===== config.mk =====
export PLATFORM = sky130hd
export DESIGN_NAME = arcade_game
export DESIGN_NICKNAME = d
export VERILOG_FILES = /design/src/hdl/rom_pkg.sv /design/src/hdl/cen_gen.sv /design/src/hdl/rom_dwnld.sv /design/src/hdl/rom_slot.sv /design/src/hdl/rom_hub.sv /design/src/hdl/arcade_game.sv
export SDC_FILE = /design/constraint.sdc
export NUM_CORES = 1
export LEC_CHECK = 0
export ABC_CLOCK_PERIOD_IN_PS = 5800
export BUFFER_PORTS_ARGS = -buffer_cell sky130_fd_sc_hd__buf_4
export CAP_MARGIN = 40
export CORE_MARGIN = 4
export CORE_UTILIZATION = 50
export DETAILED_ROUTE_END_ITERATION = 7
export PLACE_DENSITY_LB_ADDON = 0.12
export SLEW_MARGIN = 30
export SYNTH_ARGS = -nofsm -noshare
export SYNTH_HDL_FRONTEND = slang
export SYNTH_SLANG_ARGS = --single-unit

===== constraint.sdc =====
create_clock -name clk -period 5.8 [get_ports clk]
set_input_delay 0.87 -clock clk [delete_from_list [all_inputs] [get_ports clk]]
set_output_delay 0.87 -clock clk [all_outputs]
set_load 0.005 [all_outputs]

===== src/hdl/rom_pkg.sv =====
package rom_pkg;

    // SDRAM word address, 16-bit words
    localparam int sdram_aw = 22;

    // One read returns two words
    localparam int sdram_dw = 32;

    // ROM hub arbiter states
    typedef enum logic [1:0] {
        idle,       // Waiting for a slot request
        wait_ack,   // Request out, held until ack
        wait_data   // Ack seen, waiting for data_rdy
    } hub_state_t;

    // Slot names, in priority order
    typedef enum logic [1:0] {
        gfx1,
        gfx2,
        snd,
        main
    } slot_id_t;

endpackage


===== src/hdl/cen_gen.sv =====
module cen_gen (
    input  logic clk,
    input  logic rst_n,
    output logic cen12,   // 12 MHz pixel enable
    output logic cen6     // 6 MHz pixel enable
);

    logic [1:0] cnt;

    // Enables registered from the count so both stay low right after reset
    always_ff @(posedge clk or negedge rst_n) begin
        if (!rst_n) begin
            cnt   <= 2'd0;
            cen12 <= 1'b0;
            cen6  <= 1'b0;
        end else begin
            cnt   <= cnt + 2'd1;
            cen12 <= cnt[0];
            cen6  <= &cnt;   // Once per wrap
        end
    end

endmodule


===== src/hdl/rom_dwnld.sv =====
module rom_dwnld #(
    parameter logic [24:0] prom_start = 25'h128000
) (
    input  logic                         clk,
    input  logic                         rst_n,
    input  logic                         downloading,
    input  logic [24:0]                  ioctl_addr,
    input  logic [7:0]                   ioctl_data,
    input  logic                         ioctl_wr,
    input  logic                         sdram_ack,
    output logic [rom_pkg::sdram_aw-1:0] prog_addr,
    output logic [7:0]                   prog_data,
    output logic [1:0]                   prog_mask,  // Active low
    output logic                         prog_we,
    output logic                         prom_we
);

    import rom_pkg::*;

    logic        wr_ok;
    logic        is_prom;
    logic [24:0] prom_off;

    assign wr_ok    = ioctl_wr && downloading;
    assign is_prom  = ioctl_addr >= prom_start;
    assign prom_off = ioctl_addr - prom_start;

    // Write strobes
    always_ff @(posedge clk or negedge rst_n) begin
        if (!rst_n) begin
            prog_we <= 1'b0;
            prom_we <= 1'b0;
        end else begin
            prom_we <= wr_ok && is_prom;   // Single pulse
            if (wr_ok && !is_prom) begin
                prog_we <= 1'b1;
            end else if (sdram_ack) begin
                prog_we <= 1'b0;   // Held until the controller takes it
            end
        end
    end

    // Address, data and byte mask
    always_ff @(posedge clk) begin
        if (wr_ok) begin
            prog_data <= ioctl_data;
            if (is_prom) begin
                prog_addr <= prom_off[sdram_aw-1:0];
            end else begin
                prog_addr <= ioctl_addr[sdram_aw:1];
            end
            prog_mask <= ioctl_addr[0] ? 2'b01 : 2'b10;   // Odd byte goes high
        end
    end

endmodule


===== src/hdl/rom_slot.sv =====
module rom_slot #(
    parameter int                          aw     = 18,
    parameter int                          dw     = 16,
    parameter logic [rom_pkg::sdram_aw-1:0] offset = '0
) (
    input  logic                         clk,
    input  logic                         rst_n,
    input  logic                         clr,
    input  logic                         cs,
    input  logic [aw-1:0]                addr,
    output logic                         ok,
    output logic [dw-1:0]                data,
    output logic                         req,
    output logic [rom_pkg::sdram_aw-1:0] req_addr,
    input  logic                         fill,
    input  logic [rom_pkg::sdram_dw-1:0] fill_data
);

    import rom_pkg::*;

    // Address bits that pick a byte or word inside the 32-bit line
    localparam int sel_w = (dw == 8) ? 2 : 1;
    localparam int tag_w = aw - sel_w;

    logic [sdram_dw-1:0] line;
    logic [tag_w-1:0]    line_tag;
    logic                valid;
    logic                hit;
    logic                ok_q;

    assign hit = valid && (line_tag == addr[aw-1:sel_w]);
    assign req = cs && !hit;

    // First word of the line, always even
    assign req_addr = offset + sdram_aw'({addr[aw-1:sel_w], 1'b0});

    // Low half of the line holds the lower address
    assign data = line[dw*addr[sel_w-1:0] +: dw];

    assign ok = ok_q && !clr;

    always_ff @(posedge clk or negedge rst_n) begin
        if (!rst_n) begin
            valid <= 1'b0;
            ok_q  <= 1'b0;
        end else if (clr) begin
            valid <= 1'b0;
            ok_q  <= 1'b0;
        end else begin
            if (fill) begin
                valid <= 1'b1;
            end
            ok_q <= cs && (hit || fill);   // Fill is always for the held addr
        end
    end

    always_ff @(posedge clk) begin
        if (fill) begin
            line     <= fill_data;
            line_tag <= addr[aw-1:sel_w];
        end
    end

endmodule


===== src/hdl/rom_hub.sv =====
module rom_hub #(
    parameter int                           gfx1_aw     = 18,
    parameter int                           gfx1_dw     = 16,
    parameter logic [rom_pkg::sdram_aw-1:0] gfx1_offset = '0,
    parameter int                           gfx2_aw     = 18,
    parameter int                           gfx2_dw     = 16,
    parameter logic [rom_pkg::sdram_aw-1:0] gfx2_offset = '0,
    parameter int                           snd_aw      = 15,
    parameter int                           snd_dw      = 8,
    parameter logic [rom_pkg::sdram_aw-1:0] snd_offset  = '0,
    parameter int                           main_aw     = 17,
    parameter int                           main_dw     = 8,
    parameter logic [rom_pkg::sdram_aw-1:0] main_offset = '0
) (
    input  logic                         clk,
    input  logic                         rst_n,
    input  logic                         downloading,
    input  logic                         loop_rst,
    input  logic                         gfx1_cs,
    input  logic [gfx1_aw-1:0]           gfx1_addr,
    output logic                         gfx1_ok,
    output logic [gfx1_dw-1:0]           gfx1_data,
    input  logic                         gfx2_cs,
    input  logic [gfx2_aw-1:0]           gfx2_addr,
    output logic                         gfx2_ok,
    output logic [gfx2_dw-1:0]           gfx2_data,
    input  logic                         snd_cs,
    input  logic [snd_aw-1:0]            snd_addr,
    output logic                         snd_ok,
    output logic [snd_dw-1:0]            snd_data,
    input  logic                         main_cs,
    input  logic [main_aw-1:0]           main_addr,
    output logic                         main_ok,
    output logic [main_dw-1:0]           main_data,
    output logic                         sdram_req,
    output logic [rom_pkg::sdram_aw-1:0] sdram_addr,
    input  logic                         sdram_ack,
    input  logic                         data_rdy,
    input  logic [rom_pkg::sdram_dw-1:0] data_read,
    output logic                         refresh_en
);

    import rom_pkg::*;

    hub_state_t          state;
    slot_id_t            grant;
    slot_id_t            pick;
    logic                clr;
    logic [3:0]          req;
    logic [3:0]          fill;
    logic [sdram_aw-1:0] req_addr [4];

    assign clr        = downloading || loop_rst;
    assign refresh_en = (state == idle) && (req == 4'd0);

    // Fixed priority, lowest index wins
    always_comb begin
        if (req[gfx1]) pick = gfx1;
        else if (req[gfx2]) pick = gfx2;
        else if (req[snd]) pick = snd;
        else pick = main;
    end

    always_comb begin
        fill = 4'd0;
        if (state == wait_data && data_rdy) begin
            fill[grant] = 1'b1;   // Back to the slot that asked
        end
    end

    always_ff @(posedge clk or negedge rst_n) begin
        if (!rst_n) begin
            state     <= idle;
            grant     <= gfx1;
            sdram_req <= 1'b0;
        end else begin
            case (state)
                idle: if (!downloading && req != 4'd0) begin
                    grant     <= pick;
                    sdram_req <= 1'b1;
                    state     <= wait_ack;
                end
                wait_ack: if (sdram_ack) begin
                    sdram_req <= 1'b0;
                    state     <= wait_data;
                end
                wait_data: if (data_rdy) state <= idle;
                default: state <= idle;
            endcase
        end
    end

    // Address is frozen from grant until the next idle
    always_ff @(posedge clk) begin
        if (state == idle) sdram_addr <= req_addr[pick];
    end

    rom_slot #(.aw(gfx1_aw), .dw(gfx1_dw), .offset(gfx1_offset)) u_gfx1 (
        .clk(clk), .rst_n(rst_n), .clr(clr),
        .cs(gfx1_cs), .addr(gfx1_addr), .ok(gfx1_ok), .data(gfx1_data),
        .req(req[gfx1]), .req_addr(req_addr[gfx1]),
        .fill(fill[gfx1]), .fill_data(data_read)
    );

    rom_slot #(.aw(gfx2_aw), .dw(gfx2_dw), .offset(gfx2_offset)) u_gfx2 (
        .clk(clk), .rst_n(rst_n), .clr(clr),
        .cs(gfx2_cs), .addr(gfx2_addr), .ok(gfx2_ok), .data(gfx2_data),
        .req(req[gfx2]), .req_addr(req_addr[gfx2]),
        .fill(fill[gfx2]), .fill_data(data_read)
    );

    rom_slot #(.aw(snd_aw), .dw(snd_dw), .offset(snd_offset)) u_snd (
        .clk(clk), .rst_n(rst_n), .clr(clr),
        .cs(snd_cs), .addr(snd_addr), .ok(snd_ok), .data(snd_data),
        .req(req[snd]), .req_addr(req_addr[snd]),
        .fill(fill[snd]), .fill_data(data_read)
    );

    rom_slot #(.aw(main_aw), .dw(main_dw), .offset(main_offset)) u_main (
        .clk(clk), .rst_n(rst_n), .clr(clr),
        .cs(main_cs), .addr(main_addr), .ok(main_ok), .data(main_data),
        .req(req[main]), .req_addr(req_addr[main]),
        .fill(fill[main]), .fill_data(data_read)
    );

endmodule


===== src/hdl/arcade_game.sv =====
module arcade_game #(
    parameter logic [24:0]                  prom_start  = 25'h128000,
    parameter logic [rom_pkg::sdram_aw-1:0] snd_offset  = 22'h2_0000 >> 1,
    parameter logic [rom_pkg::sdram_aw-1:0] gfx1_offset = snd_offset + (22'h0_8000 >> 1),
    parameter logic [rom_pkg::sdram_aw-1:0] gfx2_offset = gfx1_offset + (22'h8_0000 >> 1)
) (
    input  logic                         clk,
    input  logic                         rst_n,
    output logic                         pxl2_cen,   // 12 MHz
    output logic                         pxl_cen,    // 6 MHz
    // ROM requesters
    input  logic                         gfx1_cs,
    input  logic [17:0]                  gfx1_addr,
    output logic                         gfx1_ok,
    output logic [15:0]                  gfx1_data,
    input  logic                         gfx2_cs,
    input  logic [17:0]                  gfx2_addr,
    output logic                         gfx2_ok,
    output logic [15:0]                  gfx2_data,
    input  logic                         snd_cs,
    input  logic [14:0]                  snd_addr,
    output logic                         snd_ok,
    output logic [7:0]                   snd_data,
    input  logic                         main_cs,
    input  logic [16:0]                  main_addr,
    output logic                         main_ok,
    output logic [7:0]                   main_data,
    // SDRAM read port
    output logic                         sdram_req,
    output logic [rom_pkg::sdram_aw-1:0] sdram_addr,
    input  logic                         sdram_ack,
    input  logic                         data_rdy,
    input  logic [rom_pkg::sdram_dw-1:0] data_read,
    output logic                         refresh_en,
    input  logic                         downloading,
    input  logic                         loop_rst,
    // ROM load
    input  logic [24:0]                  ioctl_addr,
    input  logic [7:0]                   ioctl_data,
    input  logic                         ioctl_wr,
    output logic [rom_pkg::sdram_aw-1:0] prog_addr,
    output logic [7:0]                   prog_data,
    output logic [1:0]                   prog_mask,
    output logic                         prog_we,
    output logic                         prom_we
);

    cen_gen u_cen (
        .clk   (clk),
        .rst_n (rst_n),
        .cen12 (pxl2_cen),
        .cen6  (pxl_cen)
    );

    rom_dwnld #(.prom_start(prom_start)) u_dwnld (
        .clk         (clk),
        .rst_n       (rst_n),
        .downloading (downloading),
        .ioctl_addr  (ioctl_addr),
        .ioctl_data  (ioctl_data),
        .ioctl_wr    (ioctl_wr),
        .sdram_ack   (sdram_ack),
        .prog_addr   (prog_addr),
        .prog_data   (prog_data),
        .prog_mask   (prog_mask),
        .prog_we     (prog_we),
        .prom_we     (prom_we)
    );

    rom_hub #(
        .gfx1_aw(18), .gfx1_dw(16), .gfx1_offset(gfx1_offset),
        .gfx2_aw(18), .gfx2_dw(16), .gfx2_offset(gfx2_offset),
        .snd_aw (15), .snd_dw (8),  .snd_offset (snd_offset),
        .main_aw(17), .main_dw(8),  .main_offset(22'd0)   // Main CPU ROM at the bottom
    ) u_rom (
        .clk         (clk),
        .rst_n       (rst_n),
        .downloading (downloading),
        .loop_rst    (loop_rst),
        .gfx1_cs     (gfx1_cs),
        .gfx1_addr   (gfx1_addr),
        .gfx1_ok     (gfx1_ok),
        .gfx1_data   (gfx1_data),
        .gfx2_cs     (gfx2_cs),
        .gfx2_addr   (gfx2_addr),
        .gfx2_ok     (gfx2_ok),
        .gfx2_data   (gfx2_data),
        .snd_cs      (snd_cs),
        .snd_addr    (snd_addr),
        .snd_ok      (snd_ok),
        .snd_data    (snd_data),
        .main_cs     (main_cs),
        .main_addr   (main_addr),
        .main_ok     (main_ok),
        .main_data   (main_data),
        .sdram_req   (sdram_req),
        .sdram_addr  (sdram_addr),
        .sdram_ack   (sdram_ack),
        .data_rdy    (data_rdy),
        .data_read   (data_read),
        .refresh_en  (refresh_en)
    );

endmodule


==> impl_metrics.sql <==
INSERT INTO impl_metrics (metric_group, metric, value, unit) VALUES
('yosys', 'mappedNetlistArea', '0.0106', 'mm^2'),
('sta', 'setup_violations', '0', ''),
('yosys', 'synth.lib_cells_used.distinct', '44', ''),
('pwr', 'vdd.ir_drop.worst', '235', 'uV'),
('drt', 'wl', '25.1', 'mm'),
('sta', 'max-slew-margin-rel', '0.510', ''),
('floorplanning', 'ioPinCount', '256', ''),
('yosys', 'synth-edff-count', '241', ''),
('placement', 'place.detailed.hpwl', '18.2', 'mm'),
('flow_run', 'cap_viol_max_count', '0', ''),
('yosys', 'main_combinational_cell_family_by_area_after_synthesis', 'multiplexers', ''),
('floorplanning', 'design.die.area', '0.0235', 'mm^2'),
('cts', 'cts.repair.resized', '0', ''),
('cts', 'hold_buffers', '0', ''),
('sta', 'final_hold_fails', '0', ''),
('cts', 'clock_sink_count', '260', ''),
('global_route', 'antenna_violations_before_repair', '0', ''),
('pwr', 'power.switching', '1050', 'uW'),
('outcome', 'status', 'finished clean', ''),
('pwr', 'internal_power', '3530', 'uW'),
('sta', 'worst_pin_slew', '0.735', 'ns'),
('drt', 'antenna_left', '0', ''),
('yosys', 'area_share_of_the_largest_cell_type_after_synthesis', '0.685', ''),
('drt', 'detailroute.via_count', '6318', ''),
('yosys', 'synth-seq-area-share', '0.730', ''),
('yosys', 'synth_area_leaders', 'sky130_fd_sc_hd__edfxtp_1, sky130_fd_sc_hd__mux2_2, sky130_fd_sc_hd__dfrtp_1', ''),
('cts', 'clk_pin_slew', '0.06', 'ns'),
('finish', 'syn_to_final_growth', '29.1', '%'),
('floorplanning', 'core_region_area', '0.0205', 'mm^2'),
('floorplanning', 'std_cell_rows', '52', ''),
('drt', 'drc', '0', ''),
('global_route', 'pin_count_of_the_biggest_net_entering_global_routing', '52', ''),
('yosys', 'yosys.area_share.simple', '0.0565', ''),
('sta', 'grt_setup_unrepaired', 'false', ''),
('cts', 'cts_inserted_buffers', '27', ''),
('drt', 'viasPerCell', '5.40', ''),
('yosys', 'ys_seq_elements', '260', ''),
('yosys', 'post_synth_adder_cell_area', '0.00474', ''),
('setup_path', 'critPathCaptureType', 'output port', ''),
('floorplanning', 'initial_utilization', '0.515', ''),
('pwr', 'power_density', '336', 'mW/mm^2'),
('global_route', 'global_route.overflow_total', '0', ''),
('setup_path', 'critPathKind', 'in -> out', ''),
('cts', 'max-clock-path-buffers', '3', ''),
('setup_path', 'worst-path-max-fanout', '16', ''),
('sta', 'min_period', '3.86', 'ns'),
('pwr', 'power.share.sequential', '0.506', ''),
('floorplanning', 'die_height', '153', 'um'),
('yosys', 'syn_area_per_cell', '17.2', 'um^2'),
('yosys', 'yosys.area_share.xor_xnor', '0.0572', ''),
('pwr', 'leakage', '0.00514', 'uW'),
('yosys', 'yosys-mux-area-fraction', '0.0832', ''),
('pwr', 'power_frac_comb', '0.132', ''),
('pwr', 'pwr-share-clk', '0.362', ''),
('yosys', 'synth_top_flop_cell', 'sky130_fd_sc_hd__edfxtp_1', ''),
('global_route', 'grt_usage', '0.209', ''),
('cts', 'postCtsSetupBuffers', '0', ''),
('worst_hold_path', 'hold_class', 'in -> async', ''),
('drt', 'drtPass1Iterations', '5', ''),
('drt', 'drtIter0Drc', '365', ''),
('floorplanning', 'die_w', '153', 'um'),
('sta', 'final_min_period_over_clock_period', '0.666', ''),
('pwr', 'sw_frac_of_total', '0.229', ''),
('finish', 'insertedDiodeCount', '0', ''),
('finish', 'layout.cell_area.non_filler', '0.0136', 'mm^2'),
('cts', 'ctsHtreeMaxLevel', '1', ''),
('setup_path', 'worst-endpoint-required', '4.93', 'ns'),
('cts', 'clk_latency', '0.52', 'ns'),
('finish', 'design.final.nets', '1031', ''),
('placement', 'routabilityCongestion', '0.884', ''),
('yosys', 'ys_async_sr_fraction', '0.0731', '');
-- cell usage in the layout, fill, tap and decap left out, types with 3 or more instances in the layout --
cell type                     n
sky130_fd_sc_hd__buf_4      259
sky130_fd_sc_hd__edfxtp_1   241
sky130_fd_sc_hd__mux2_2      46
sky130_fd_sc_hd__xor2_1      37
sky130_fd_sc_hd__xnor2_1     32
sky130_fd_sc_hd__clkbuf_16   27
sky130_fd_sc_hd__nand2_1     26
sky130_fd_sc_hd__dfrtp_1     19
sky130_fd_sc_hd__mux4_2      16
sky130_fd_sc_hd__o21ai_0     15
sky130_fd_sc_hd__nor2b_1     15
sky130_fd_sc_hd__a2bb2oi_1   14
sky130_fd_sc_hd__nor2_1      13
sky130_fd_sc_hd__o311ai_1    13
sky130_fd_sc_hd__nor4_1      12
sky130_fd_sc_hd__nand4_1      9
sky130_fd_sc_hd__a21oi_1      8
sky130_fd_sc_hd__o21a_1       7
sky130_fd_sc_hd__clkinv_2     7
sky130_fd_sc_hd__inv_1        6
sky130_fd_sc_hd__nand3_1      6
sky130_fd_sc_hd__o21ai_1      6
sky130_fd_sc_hd__and2_1       6
sky130_fd_sc_hd__nand2b_1     4
sky130_fd_sc_hd__o211a_1      4
sky130_fd_sc_hd__ha_1         4
sky130_fd_sc_hd__o22ai_1      3
sky130_fd_sc_hd__conb_1       3
sky130_fd_sc_hd__clkinv_1     3
sky130_fd_sc_hd__bufinv_16    3
-- per-stage QoR --
stage,hold WS (ns),cells,util,setup slack [ns],power [uW]
3_5_place_dp,0.403,1123,0.624,1.98,2970
6_report,0.225,1170,0.666,1.94,4580
2_1_floorplan,0.380,616,-,0.532,2590
4_1_cts,0.207,1169,0.665,1.96,4630
3_3_place_gp,0.393,1120,0.622,1.75,2940
5_1_grt,0.224,1170,0.666,1.78,4760
-- worst paths after layout --
check                           cells after the start                      start  slack [ns]             endpoint
worst max-delay path                                8              gfx2_addr[14]        1.94           refresh_en
worst min-delay path                                1                      rst_n        0.22           u_cen.cen6
worst max register to register                      6  u_rom.u_gfx2.line_tag[10]        3.12  u_rom.sdram_addr[7]
worst min register to register                      0               u_cen.cnt[0]        0.41          u_cen.cen12
max in group asynchronous                           1                      rst_n        5.37    u_rom.u_gfx1.ok_q
min in group clk                                    0               u_cen.cnt[0]        0.41          u_cen.cen12
-- power by group through the flow --
stage / Sequential, uW / Combinational (uW) / Clock (uW)
detailed placement: 2350 / 613 / 0
CTS: 2320 / 615 / 1700
finish: 2320 / 606 / 1660
global placement: 2350 / 594 / 0
global route: 2330 / 656 / 1780
floorplan: 2360 / 230 / 0
-- critical path, stage by stage --
cell and delay [ns]:
sky130_fd_sc_hd__buf_4 0.13, sky130_fd_sc_hd__xor2_1 0.14, sky130_fd_sc_hd__nor4_1 0.29, sky130_fd_sc_hd__nand3_1 0.45, sky130_fd_sc_hd__o21ai_2 0.51, sky130_fd_sc_hd__nand4_1 0.25, sky130_fd_sc_hd__nor3_1 0.20, sky130_fd_sc_hd__buf_4 0.15
-- flip-flops by register name (all words and copies together), names as in the netlist, 13 cells and up --
| register | flops |
|---|---|
| u_rom.u_gfx1.line | 32 |
| u_rom.u_gfx2.line | 32 |
| u_rom.u_main.line | 32 |
| u_rom.u_snd.line | 32 |
| u_dwnld.prog_addr | 22 |
| u_rom.sdram_addr | 19 |
| u_rom.u_gfx1.line_tag | 17 |
| u_rom.u_gfx2.line_tag | 17 |
| u_rom.u_main.line_tag | 15 |
| u_rom.u_snd.line_tag | 13 |
-- Yosys cell counts, types with 2 or more instances --
cell	instances
sky130_fd_sc_hd__edfxtp_1	241
sky130_fd_sc_hd__mux2_2	46
sky130_fd_sc_hd__xor2_1	37
sky130_fd_sc_hd__xnor2_1	32
sky130_fd_sc_hd__nand2_1	26
sky130_fd_sc_hd__dfrtp_1	19
sky130_fd_sc_hd__mux4_2	16
sky130_fd_sc_hd__nor2b_1	15
sky130_fd_sc_hd__o21ai_0	15
sky130_fd_sc_hd__a2bb2oi_1	14
sky130_fd_sc_hd__nor2_1	13
sky130_fd_sc_hd__o311ai_1	13
sky130_fd_sc_hd__nor4_1	12
sky130_fd_sc_hd__clkbuf_1	10
sky130_fd_sc_hd__nand4_1	9
sky130_fd_sc_hd__a21oi_1	8
sky130_fd_sc_hd__inv_1	7
sky130_fd_sc_hd__o21a_1	7
sky130_fd_sc_hd__and2_1	6
sky130_fd_sc_hd__nand3_1	6
sky130_fd_sc_hd__o21ai_1	6
sky130_fd_sc_hd__buf_2	5
sky130_fd_sc_hd__buf_1	4
sky130_fd_sc_hd__buf_4	4
sky130_fd_sc_hd__ha_1	4
sky130_fd_sc_hd__nand2b_1	4
sky130_fd_sc_hd__nor3b_1	4
sky130_fd_sc_hd__o211a_1	4
sky130_fd_sc_hd__nor3_1	3
sky130_fd_sc_hd__o22ai_1	3
sky130_fd_sc_hd__a22o_1	2
sky130_fd_sc_hd__a31oi_1	2
sky130_fd_sc_hd__and3_1	2
sky130_fd_sc_hd__nand3_2	2
sky130_fd_sc_hd__nand3b_1	2
sky130_fd_sc_hd__nor4_2	2
sky130_fd_sc_hd__o21ai_2	2
-- logic make-up (layout without fill, tap and decap cells) --
kind of cell / Yosys count / count (layout)
AOI/OAI and AO/OA: 79 / 79
xor gates and xnor gates: 69 / 69
adders and majority gates: 4 / 4
buffers and inverters: 31 / 315
DFF: 260 / 260
muxes: 62 / 62
other: 1 / 3
and+or+nand+nor: 108 / 108
-- metal layers --
metal | share of wire | vias up | global-route usage | wire length [um]
met2 | 0.51 | 216 | 0.355 | 12800
met3 | 0.072 | 33 | 0.0489 | 1810
li1 | - | 2914 | - | -
met4 | 0.019 | 0 | 0.0496 | 481
met5 | 0 | - | 0 | 0
met1 | 0.40 | 3155 | 0.276 | 10100
-- layout make-up --
type | instances | area, um^2
clock buffers | 29 | 683
clock inverters | 17 | 169
fillers | 1501 | 6860
inverters | 7 | 26.3
multi-input cells | 325 | 2730
flip-flops and latches | 260 | 7710
well taps | 270 | 338
repair buffers | 262 | 1980
(Power assumes the default switching activity.)
